<file path="config.mk">
export PLATFORM = sky130hd
export DESIGN_NAME = mcoi_display_system
export DESIGN_NICKNAME = d
export VERILOG_FILES = /design/src/hdl/mcoi_display_pkg.sv /design/src/hdl/mcoi_display_system.sv /design/src/hdl/tlc5920_driver.sv /design/src/hdl/led_pattern_regs.sv /design/src/hdl/heartbeat_blinker.sv
export SDC_FILE = /design/constraint.sdc
export NUM_CORES = 1
export LEC_CHECK = 0
export BUFFER_PORTS_ARGS = -buffer_cell sky130_fd_sc_hd__buf_4
export CAP_MARGIN = 5
export CORE_ASPECT_RATIO = 1.2
export CORE_MARGIN = 3
export CORE_UTILIZATION = 60
export CTS_CLUSTER_DIAMETER = 200
export CTS_CLUSTER_SIZE = 12
export DETAILED_ROUTE_END_ITERATION = 7
export PLACE_DENSITY = 0.78
export SETUP_SLACK_MARGIN = 0.02
export SLEW_MARGIN = 10
export SYNTH_ARGS = -nofsm -noshare
export SYNTH_HDL_FRONTEND = slang
export SYNTH_SLANG_ARGS = --single-unit
</file>
<file path="constraint.sdc">
create_clock -name clk_tree_x -period 5 [get_ports clk_tree_x]
set_input_delay 0.25 -clock clk_tree_x [delete_from_list [all_inputs] [get_ports clk_tree_x]]
set_output_delay 0.25 -clock clk_tree_x [all_outputs]
set_load 0.05 [all_outputs]
</file>
<file path="src/hdl/mcoi_display_pkg.sv">
`default_nettype none

package mcoi_display_pkg;

   // ------------------------------------------------------------------------
   // front panel geometry
   // ------------------------------------------------------------------------
   localparam int c_rows     = 4;
   localparam int c_states   = 2;
   // also the wishbone data width
   localparam int c_cols     = 16;
   localparam int c_row_bits = c_states * c_cols;

   // built-in test pattern, [row][state][column]
   // word w = row*2 + state sits at bits 16w and up when flattened
   localparam logic [c_rows-1:0][c_states-1:0][c_cols-1:0] c_test_pattern = {
      16'hAAAA, 16'h0000,   // row 3: s1, s0
      16'hFFFF, 16'hAAAA,   // row 2
      16'hAAAA, 16'h0000,   // row 1
      16'hFFFF, 16'hAAAA    // row 0
   };

   // scan fsm of the tlc5920 driver
   typedef enum logic [1:0] {st_idle, st_shift, st_latch, st_show} scan_state_t;

   // register word map, unlisted codes are unmapped
   typedef enum logic [3:0] {
      addr_row0_s0 = 4'd0, addr_row0_s1 = 4'd1,
      addr_row1_s0 = 4'd2, addr_row1_s1 = 4'd3,
      addr_row2_s0 = 4'd4, addr_row2_s1 = 4'd5,
      addr_row3_s0 = 4'd6, addr_row3_s1 = 4'd7,
      addr_ctrl    = 4'd8
   } reg_addr_t;

endpackage

`default_nettype wire
</file>
<file path="src/hdl/mcoi_display_system.sv">
`timescale 1ns/10ps
`default_nettype none

module mcoi_display_system
   import mcoi_display_pkg::*;
#(
   // tlc5920 tick divider, 10 mhz scan from 100 mhz
   parameter int g_divider     = 9,
   // heartbeat half period minus one, in clocks
   parameter int g_blink_count = 10000000
) (
   input  wire               clk_tree_x,
   input  wire               rst_n,
   // wishbone classic slave
   input  wire               cyc,
   input  wire               stb,
   input  wire               we,
   input  wire  [3:0]        adr,
   input  wire  [c_cols-1:0] dat_w,
   output logic [c_cols-1:0] dat_r,
   output logic              ack,
   // tlc5920 bar led chip
   output logic              sclk,
   output logic              sin,
   output logic              latch,
   output logic              blank,
   output logic [1:0]        csel,
   // diagnostic leds
   output logic              led_heartbeat,
   output logic              led_display_on
);

   // frame buffer as seen by the driver
   logic [c_rows*c_row_bits-1:0] frame;
   logic                         display_en;

   // ------------------------------------------------------------------------
   // clock alive indicator
   // ------------------------------------------------------------------------
   heartbeat_blinker #(
      .g_blink_count (g_blink_count)
   ) heartbeat_blinker_i (
      .clk_tree_x    (clk_tree_x),
      .rst_n         (rst_n),
      .led_heartbeat (led_heartbeat)
   );

   // frame buffer and control, wishbone side
   led_pattern_regs led_pattern_regs_i (
      .clk_tree_x (clk_tree_x),
      .rst_n      (rst_n),
      .cyc        (cyc),
      .stb        (stb),
      .we         (we),
      .adr        (adr),
      .dat_w      (dat_w),
      .dat_r      (dat_r),
      .ack        (ack),
      .frame      (frame),
      .display_en (display_en)
   );

   // ------------------------------------------------------------------------
   // row scan towards the led bar
   // ------------------------------------------------------------------------
   tlc5920_driver #(
      .g_divider (g_divider)
   ) tlc5920_driver_i (
      .clk_tree_x (clk_tree_x),
      .rst_n      (rst_n),
      .frame      (frame),
      .display_en (display_en),
      .sclk       (sclk),
      .sin        (sin),
      .latch      (latch),
      .blank      (blank),
      .csel       (csel)
   );

   // enable bit mirrored on the panel
   assign led_display_on = display_en;

endmodule

`default_nettype wire

</file>
<file path="src/hdl/tlc5920_driver.sv">
`timescale 1ns/10ps
`default_nettype none

module tlc5920_driver
   import mcoi_display_pkg::*;
#(
   parameter int g_divider = 9
) (
   input  wire                           clk_tree_x,
   input  wire                           rst_n,
   // frame words and enable from the register block
   input  wire  [c_rows*c_row_bits-1:0]  frame,
   input  wire                           display_en,
   // tlc5920 pins
   output logic                          sclk,
   output logic                          sin,
   output logic                          latch,
   output logic                          blank,
   output logic [1:0]                    csel
);

   // +2 keeps at least one bit for tiny dividers
   localparam int c_div_w      = $clog2(g_divider + 2);
   localparam int c_bit_w      = $clog2(c_row_bits + 1);
   localparam int c_show_ticks = 16;

   logic [c_div_w-1:0]               div_cnt;
   logic                             tick;
   scan_state_t                      state;
   logic [c_row_bits-1:0]            shreg;
   logic [c_bit_w-1:0]               bit_cnt;
   logic [$clog2(c_show_ticks)-1:0]  show_cnt;
   logic [1:0]                       row_q;
   logic [1:0]                       load_row;
   logic [c_row_bits-1:0]            row_bits;
   logic                             show_done;
   logic                             do_load;
   logic                             do_shift;

   // ------------------------------------------------------------------------
   // tick divider, one clock in g_divider+1
   // ------------------------------------------------------------------------
   always_ff @(posedge clk_tree_x or negedge rst_n) begin
      if (!rst_n) begin
         div_cnt <= '0;
      end else if (tick) begin
         div_cnt <= '0;
      end else begin
         div_cnt <= div_cnt + 1'b1;
      end
   end

   assign tick = (div_cnt == c_div_w'(g_divider));

   // ------------------------------------------------------------------------
   // row data selection
   // ------------------------------------------------------------------------
   // end of show already points at the following row
   assign load_row  = (state == st_show) ? row_q + 2'd1 : row_q;
   // {state 1, state 0} of the row, msb goes out first
   assign row_bits  = frame[load_row*c_row_bits +: c_row_bits];
   assign show_done = (show_cnt == '1);

   assign do_load  = tick && display_en &&
                     ((state == st_idle) || (state == st_show && show_done));
   // next bit onto sin on the falling sclk tick
   assign do_shift = tick && (state == st_shift) && sclk &&
                     (bit_cnt != c_bit_w'(c_row_bits));

   // remaining bits of the row, first bit already on sin
   always_ff @(posedge clk_tree_x) begin
      if (do_load) begin
         shreg <= {row_bits[c_row_bits-2:0], 1'b0};
      end else if (do_shift) begin
         shreg <= {shreg[c_row_bits-2:0], 1'b0};
      end
   end

   // ------------------------------------------------------------------------
   // scan fsm
   // ------------------------------------------------------------------------
   always_ff @(posedge clk_tree_x or negedge rst_n) begin
      if (!rst_n) begin
         state    <= st_idle;
         sclk     <= 1'b0;
         sin      <= 1'b0;
         latch    <= 1'b0;
         blank    <= 1'b1;
         csel     <= '0;
         row_q    <= '0;
         bit_cnt  <= '0;
         show_cnt <= '0;
      end else if (tick) begin
         case (state)
            st_idle: begin
               // blanked, poll the enable each tick
               if (display_en) begin
                  sin     <= row_bits[c_row_bits-1];
                  bit_cnt <= '0;
                  state   <= st_shift;
               end
            end
            st_shift: begin
               if (!sclk) begin
                  // rising edge, chip samples sin
                  sclk    <= 1'b1;
                  bit_cnt <= bit_cnt + 1'b1;
               end else begin
                  sclk <= 1'b0;
                  if (bit_cnt == c_bit_w'(c_row_bits)) begin
                     // all 32 bits in, latch and blank together
                     sin   <= 1'b0;
                     latch <= 1'b1;
                     blank <= 1'b1;
                     csel  <= row_q;
                     state <= st_latch;
                  end else begin
                     sin <= shreg[c_row_bits-1];
                  end
               end
            end
            st_latch: begin
               // unblank the freshly latched row
               latch    <= 1'b0;
               blank    <= 1'b0;
               show_cnt <= '0;
               state    <= st_show;
            end
            st_show: begin
               if (show_done) begin
                  row_q <= row_q + 2'd1;
                  if (display_en) begin
                     sin     <= row_bits[c_row_bits-1];
                     bit_cnt <= '0;
                     state   <= st_shift;
                  end else begin
                     blank <= 1'b1;
                     state <= st_idle;
                  end
               end else begin
                  show_cnt <= show_cnt + 1'b1;
               end
            end
            default: state <= st_idle;
         endcase
      end
   end

   // latch pulse never overlaps a shift clock
   a_latch_no_sclk : assert property (
      @(posedge clk_tree_x) disable iff (!rst_n)
      latch |-> !sclk
   );

   // outputs stay dark while the latch updates
   a_latch_blanked : assert property (
      @(posedge clk_tree_x) disable iff (!rst_n)
      latch |-> blank
   );

endmodule

`default_nettype wire

</file>
<file path="src/hdl/led_pattern_regs.sv">
`timescale 1ns/10ps
`default_nettype none

module led_pattern_regs
   import mcoi_display_pkg::*;
(
   input  wire                               clk_tree_x,
   input  wire                               rst_n,
   // wishbone classic slave
   input  wire                               cyc,
   input  wire                               stb,
   input  wire                               we,
   input  wire  [3:0]                        adr,
   input  wire  [c_cols-1:0]                 dat_w,
   output logic [c_cols-1:0]                 dat_r,
   output logic                              ack,
   // towards the scan driver
   output logic [c_rows*c_row_bits-1:0]      frame,
   output logic                              display_en
);

   // eight frame words, word index = row*2 + state
   logic [c_rows*c_states-1:0][c_cols-1:0] frame_q;
   reg_addr_t                              addr_dec;
   logic                                   xfer;
   logic                                   wr_en;
   logic [c_cols-1:0]                      rd_data;

   assign addr_dec = reg_addr_t'(adr);

   // new request only while ack is low, gives single cycle ack
   assign xfer  = cyc & stb & ~ack;
   assign wr_en = xfer & we;

   assign frame = frame_q;

   // ------------------------------------------------------------------------
   // handshake and register writes
   // ------------------------------------------------------------------------
   always_ff @(posedge clk_tree_x or negedge rst_n) begin
      if (!rst_n) begin
         ack        <= 1'b0;
         frame_q    <= c_test_pattern;
         display_en <= 1'b1;
      end else begin
         ack <= xfer;
         if (wr_en) begin
            case (addr_dec)
               addr_row0_s0, addr_row0_s1,
               addr_row1_s0, addr_row1_s1,
               addr_row2_s0, addr_row2_s1,
               addr_row3_s0, addr_row3_s1: frame_q[adr[2:0]] <= dat_w;
               // only bit 0 is implemented
               addr_ctrl: display_en <= dat_w[0];
               // unmapped, write dropped
               default: ;
            endcase
         end
      end
   end

   // ------------------------------------------------------------------------
   // read mux
   // ------------------------------------------------------------------------
   always_comb begin
      rd_data = '0;
      case (addr_dec)
         addr_row0_s0, addr_row0_s1,
         addr_row1_s0, addr_row1_s1,
         addr_row2_s0, addr_row2_s1,
         addr_row3_s0, addr_row3_s1: rd_data = frame_q[adr[2:0]];
         addr_ctrl: rd_data = {{(c_cols-1){1'b0}}, display_en};
         // unmapped reads as zero
         default: rd_data = '0;
      endcase
   end

   // captured with the request, valid together with ack
   always_ff @(posedge clk_tree_x) begin
      if (xfer) begin
         dat_r <= rd_data;
      end
   end

   // ack answers a request seen on the previous clock
   a_ack_follows_req : assert property (
      @(posedge clk_tree_x) disable iff (!rst_n)
      ack |-> $past(cyc && stb)
   );

   // ack lasts exactly one clock
   a_ack_single : assert property (
      @(posedge clk_tree_x) disable iff (!rst_n)
      ack |=> !ack
   );

endmodule

`default_nettype wire

</file>
<file path="src/hdl/heartbeat_blinker.sv">
`timescale 1ns/10ps
`default_nettype none

module heartbeat_blinker #(
   parameter int g_blink_count = 10000000
) (
   input  wire  clk_tree_x,
   input  wire  rst_n,
   output logic led_heartbeat
);

   // wide enough to hold the terminal count
   localparam int c_cnt_w = $clog2(g_blink_count + 1);

   logic [c_cnt_w-1:0] cnt;
   logic               terminal;

   assign terminal = (cnt == c_cnt_w'(g_blink_count));

   // period of g_blink_count+1 clocks per toggle
   always_ff @(posedge clk_tree_x or negedge rst_n) begin
      if (!rst_n) begin
         cnt           <= '0;
         led_heartbeat <= 1'b0;
      end else if (terminal) begin
         // wrap and flip the led
         cnt           <= '0;
         led_heartbeat <= ~led_heartbeat;
      end else begin
         cnt <= cnt + 1'b1;
      end
   end

   // counter must wrap at terminal count, never run past it
   a_cnt_range : assert property (
      @(posedge clk_tree_x) disable iff (!rst_n)
      cnt <= c_cnt_w'(g_blink_count)
   );

endmodule

`default_nettype wire

</file>
# == Yosys cells after proc, flatten, opt, wreduce, memory -nomap -nowiden ==
# Cells that the tools add are included.
# Widths: inputs -> output; s select.
# totals
register_bits,226
inputBits,25
out_inout_bits,25
elab_cells,122
# op_classes
add_sub_neg,5
magnitude_cmp,2
n_eq_ne,23
shift,1
mux,35
n_bitwise,5
n_reduce_logical,27
# ops
operator,count
$bwmux 128,1
$shiftx 128x8->32,1
$mux 32,2
$bmux 16 s3,1
$demux 16 s3,1
$mux 16,2
$pmux 16 s2,1
$add 24x1->24 const B,1
$eq 24x24->1 const B,1
$mux 24,1
$mux 6,3
$pmux 6 s3,1
$eq 4x3->1 const B,4
$reduce_and 4->1,4
$eq 4x4->1 const B,3
$mux 1,10
$mux 2,5
$ne 2x2->1 const B,5
$add 4x1->4 const B,2
$eq 4x2->1 const B,2
$mux 4,2
$pmux 2 s4,1
$pmux 4 s2,1
$reduce_or 8->1,1
24 further kinds,42

# == Depth between registers and ports, before layout ==
# logic_depth
ltp_word,6
depth_mapped,7
depth_no_buf,6

# == Cells and area by module ==
# Synthesis repeated with hierarchy kept, for this count alone.
# unflattened
hier_cells,837
hier_area_um2,11596.1
# modules_own_cells
module,n_inst,cells_per_inst,area_per_inst_um2,seq_area_each_um2
led_pattern_regs,1,462,6745.2,3814.9
tlc5920_driver,1,255,3592.2,1532.7
heartbeat_blinker,1,120,1258.7,625.6

# == Worst setup path before layout ==
# No wires, ideal clock.
# synth_path
kind,flip-flop to flip-flop
start,reg tlc5920_driver_i.sclk
end,reg tlc5920_driver_i.shreg[10] (enable)
setup_ps,462
arrival_time_ps,3288
t_required_ps,4538
path_slack_ps,1250
path_stages_with_launch,4
path_buffers,1
synth_period_minus_slack_ps,3750
cell_sequence,dfrtp_1 > clkbuf_1 > nand3_1 > o21ai_0
# synth_via
elab_chain_len,3
# synth_lines
item,line_no,source
from (decl),tlc5920_driver.sv:15,"output logic sclk,"
from (signal assigned),tlc5920_driver.sv:85,sclk <= 1'b0;
from (signal assigned),tlc5920_driver.sv:106,sclk <= 1'b1;
from (signal assigned),tlc5920_driver.sv:109,sclk <= 1'b0;
$logic_and 1x1->1 (2 in series),tlc5920_driver.sv:67,assign do_shift = tick && (state == st_shift) && sclk &&
$reduce_bool 2->1 (no line),-,
to (signal assigned),tlc5920_driver.sv:73,"shreg <= {row_bits[c_row_bits-2:0], 1'b0};"
to (signal assigned),tlc5920_driver.sv:75,"shreg <= {shreg[c_row_bits-2:0], 1'b0};"
to (decl),tlc5920_driver.sv:30,logic [c_row_bits-1:0] shreg;
# Every way passes these cells.
# A chain may end at the register's enable or synchronous reset.

# == Worst setup path in the final report ==
# layout_path
start,reg tlc5920_driver_i.state[1]
end,"reg tlc5920_driver_i.shreg[14], data pin"
# layout_via
elab_chain_len,5
word_cells_on_any_way,8
cone_classes,1 x eq/ne; 1 x shift; 2 x mux; 4 x reduce/logical
# layout_lines
item,line_no,source
from (decl),tlc5920_driver.sv:29,scan_state_t state;
from (signal assigned),tlc5920_driver.sv:84,state <= st_idle;
from (signal assigned),tlc5920_driver.sv:100,state <= st_shift;
from (signal assigned),tlc5920_driver.sv:116,state <= st_latch;
branches (longest 4 deep; another with $shiftx 128x8->32),-,
$mux 32 (*),tlc5920_driver.sv:72,if (do_load) begin
# Mark *: on every way between the ends.

==> flow_summary.toml <==
[synthesis]
yosys.area_share.adder_pct = 1.231
synth_common_cells = "mux2_2, dfrtp_1, dfstp_2"
ys.flop_type = "dfrtp_1"
yosysWarnings = 0
avgSynthCellArea_um2 = 13.84
yosysSeqAreaShare_pct = 53.42
synth_edf_count = 47
yosysMostFrequentCell = "mux2_2"
muxShareOfSynthArea_pct = 26.71
yosys.area_share.simple_pct = 8.269
synth_seq_cells = 226
synth_compound_area_share_pct = 6.098
yosysTopAreaCell = "dfrtp_1"
synth_top_area_share_pct = 25.29
async_flop_share_pct = 79.20
synth_cell_types = 64
syn-cell-area_um2 = 11180
synthTopCellsByArea = "dfrtp_1, mux2_2, dfstp_2"
synth_top_family_by_area = "multiplexers"
synth_xor_area_share_pct = 1.958
synthCells = 808
synth_fp_nets = 844

[clock_tree]
clockBufferDepth = 3
root_buffer = "clkbuf_16"
clock_sinks = 226
post_cts_resized = 0
h-tree-depth = 1
clkLatencyLatePin_ps = 500
numCtsBuffers = 22
cts_tree = "done"
clk_pin_slew_ps = 60

[placed_design]
port_buffers = 49
place_ws_ps = 2091
dpl.hpwl_um = 17110
globalplace.congestion = 0.8890

[global_routing]
grt-ovfl-total = 0
antenna_found_initial = 0
grt_pass1_vias = 7825
grt_max_degree = 68
track_usage_pct = 27.39
grt_pass1_wl_um = 43420

[timing]
tns_ps = 0
finalCritPeriodShare_pct = 58.33
hold_viol = 0
tightest_slew_ps = 1233
min_period_ps = 2916
setup_viol_count_final = 0
finalMaxSlewViolations = 0
slew_headroom_pct = 17.71
rsz0062_at_grt = "no"
fin_ws_ps = 2084
final.setup_skew_ps = 11.06
max_freq_mhz = 342.9

[setup_path]
crit_cells = 5
cp_slowest_cell = "mux4_2"
slowest_delay_ps = 600
critPathArrivalTime_ps = 3170
crit_path_end_kind = "flip-flop"
rrSetupSlack_ps = 2080
crit_start = "tlc5920_driver_i.state[1]"
cp.required_ps = 5260
r2r_cells = 5
cp_top_family = "multiplexers"
crit_fanout = 32
cp-start-kind = "flip-flop"
cp_num_buf_inv = 1
critPathCapture = "tlc5920_driver_i.shreg[14]"
path_cells = "ha_1 -> xnor2_2 -> buf_4 -> mux4_2 -> mux2_2"
critical_path_class = "flip-flop to flip-flop"
worstReg2RegStart = "tlc5920_driver_i.state[1]"
timing.rr.end = "tlc5920_driver_i.shreg[14]"

[floorplanning]
die_h_um = 155.5
io_pins = 50
initial_core_util_pct = 61.30
num_rows = 54
die-area_um2 = 20320
core_area_um2 = 18240
die_w_um = 130.6

[finish]
area_growth_pct = 11.21
fin_nets = 890
regArea_um2 = 5973
antenna_cells = 0
fillers = 1265
drive_above_1_share_pct = 43.45
multi_input_area_um2 = 4982

[power_and_ir_drop]
powerDensity_nw_per_um2 = 372.3
power.leakage_uw = 0.005197
vdd_drop_max_mv = 0.2651

[detailed_routing]
drc_errors = 0
num_vias = 7357
drt_pass1_iterations = 6
routedWlPerCell_um = 24.85
drt_iter0_drc = 541
avgViaCountPerCell = 6.725
routed_wirelength_um = 27180
antenna_left = 0

[status]
outcome = "complete, no violations"

[min_path]
hold_start = "dat_w[5]"
hold_class = "primary input to flip-flop"

[flow_run]
maxCapViolations = 0
==> cell usage in the layout (no fill, tap or decap), drive strengths merged, types with 3 or more instances in the layout <==
master	n
edfxtp	47
buf	64
nor2	22
clkbuf	40
dfrtp	113
and4	9
nand4	6
a2111oi	3
nand2b	9
a21oi	10
nor3	21
and3	6
mux2i	16
a31oi	3
o21ai	21
mux2	173
nor2b	9
o211ai	4
o221ai	8
mux4	39
dfstp	66
nand4b	3
xnor2	15
nand2	32
inv	14
nand3	24
o22ai	15
a211oi	7
or3	4
nand3b	3
ha	11
a2bb2oi	6
xor2	10
o31ai	4
==> how the worst min path moves through the flow <==
stage	end	slack (ps)	depth (start not counted)
floorplan	heartbeat_blinker_i.cnt[0]	-50	0
global placement	tlc5920_driver_i.state[0]	270	1
detailed placement	tlc5920_driver_i.state[0]	290	1
CTS	led_pattern_regs_i.frame[53]	20	2
global route	led_pattern_regs_i.frame[80]	40	2
finish	led_pattern_regs_i.frame[53]	30	2
==> sequential cells by signal, summed over array words and instances (netlist names) <==
register and count:
led_pattern_regs_i.frame 128, led_pattern_regs_i.ack 1, tlc5920_driver_i.state 2, tlc5920_driver_i.csel 2, tlc5920_driver_i.sin 1, tlc5920_driver_i.sclk 1, tlc5920_driver_i.row_q 2, tlc5920_driver_i.latch 1
tlc5920_driver_i.bit_cnt 6, led_pattern_regs_i.display_en 1, heartbeat_blinker_i.cnt 24, tlc5920_driver_i.shreg 31, led_pattern_regs_i.dat_r 16, tlc5920_driver_i.show_cnt 4, heartbeat_blinker_i.led_heartbeat 1, tlc5920_driver_i.div_cnt 4
tlc5920_driver_i.blank 1
==> power by group <==
part	total, uW	internal (uW)	switching (uW)
clock	1550	872	682
combinational	818	374	444
sequential	2260	2120	139
total	4630	3360	1270
==> cell type report <==
cell class                 count  share of cell area, %
sequential                   226                  48.03
multi-input combinational    524                  40.06
clock buffer                  40                  5.222
timing repair buffer          65                  3.974
tap                          224                  2.254
inverter                      15                 0.4528
==> cells by family after synthesis <==
kind of cell	count (synthesis)
multiplexers	228
AO/OA/AOI/OAI	98
XOR/XNOR	25
adder cells (fa/ha/maj)	11
buffers and inverters	58
AND/OR/NAND/NOR	162
flip-flops	226
==> metal layers <==
| layer | up-vias | GRT usage [%] | part of all wire [%] | wire, um |
|---|---|---|---|---|
| met5 | - | 0 | 0 | 0 |
| met4 | 0 | 9.603 | 3.2 | 857 |
| met3 | 76 | 4.281 | 6.0 | 1634 |
| met2 | 297 | 45.88 | 50 | 13670 |
| met1 | 3805 | 36.57 | 41 | 11020 |
| li1 | 3179 | - | - | - |
==> stage by stage <==
stage / instance area, um2 / power (uW) / utilization (%) / std cells / hold slack [ps]
floorplan: 11180 / 2834 / - / 808 / -45.59
global placement: 11780 / 3047 / 64.55 / 1053 / 273.8
detailed placement: 11780 / 3100 / 64.55 / 1053 / 289.1
CTS: 12440 / 4651 / 68.17 / 1094 / 24.29
global route: 12440 / 4822 / 68.17 / 1094 / 38.72
finish: 12440 / 4630 / 68.17 / 1094 / 31.57
==> worst register-to-register path, stage by stage, from the launching register on <==
cell and delay, ps:
dfrtp_1 440, ha_1 580, xnor2_2 190, buf_4 580, mux4_2 610, mux2_2 280
==> what timing repair did <==
action                    CTS  global route
buffers inserted            0             0
hold endpoints to repair   34             0
hold buffers                1             0
(Power assumes the default switching activity.)
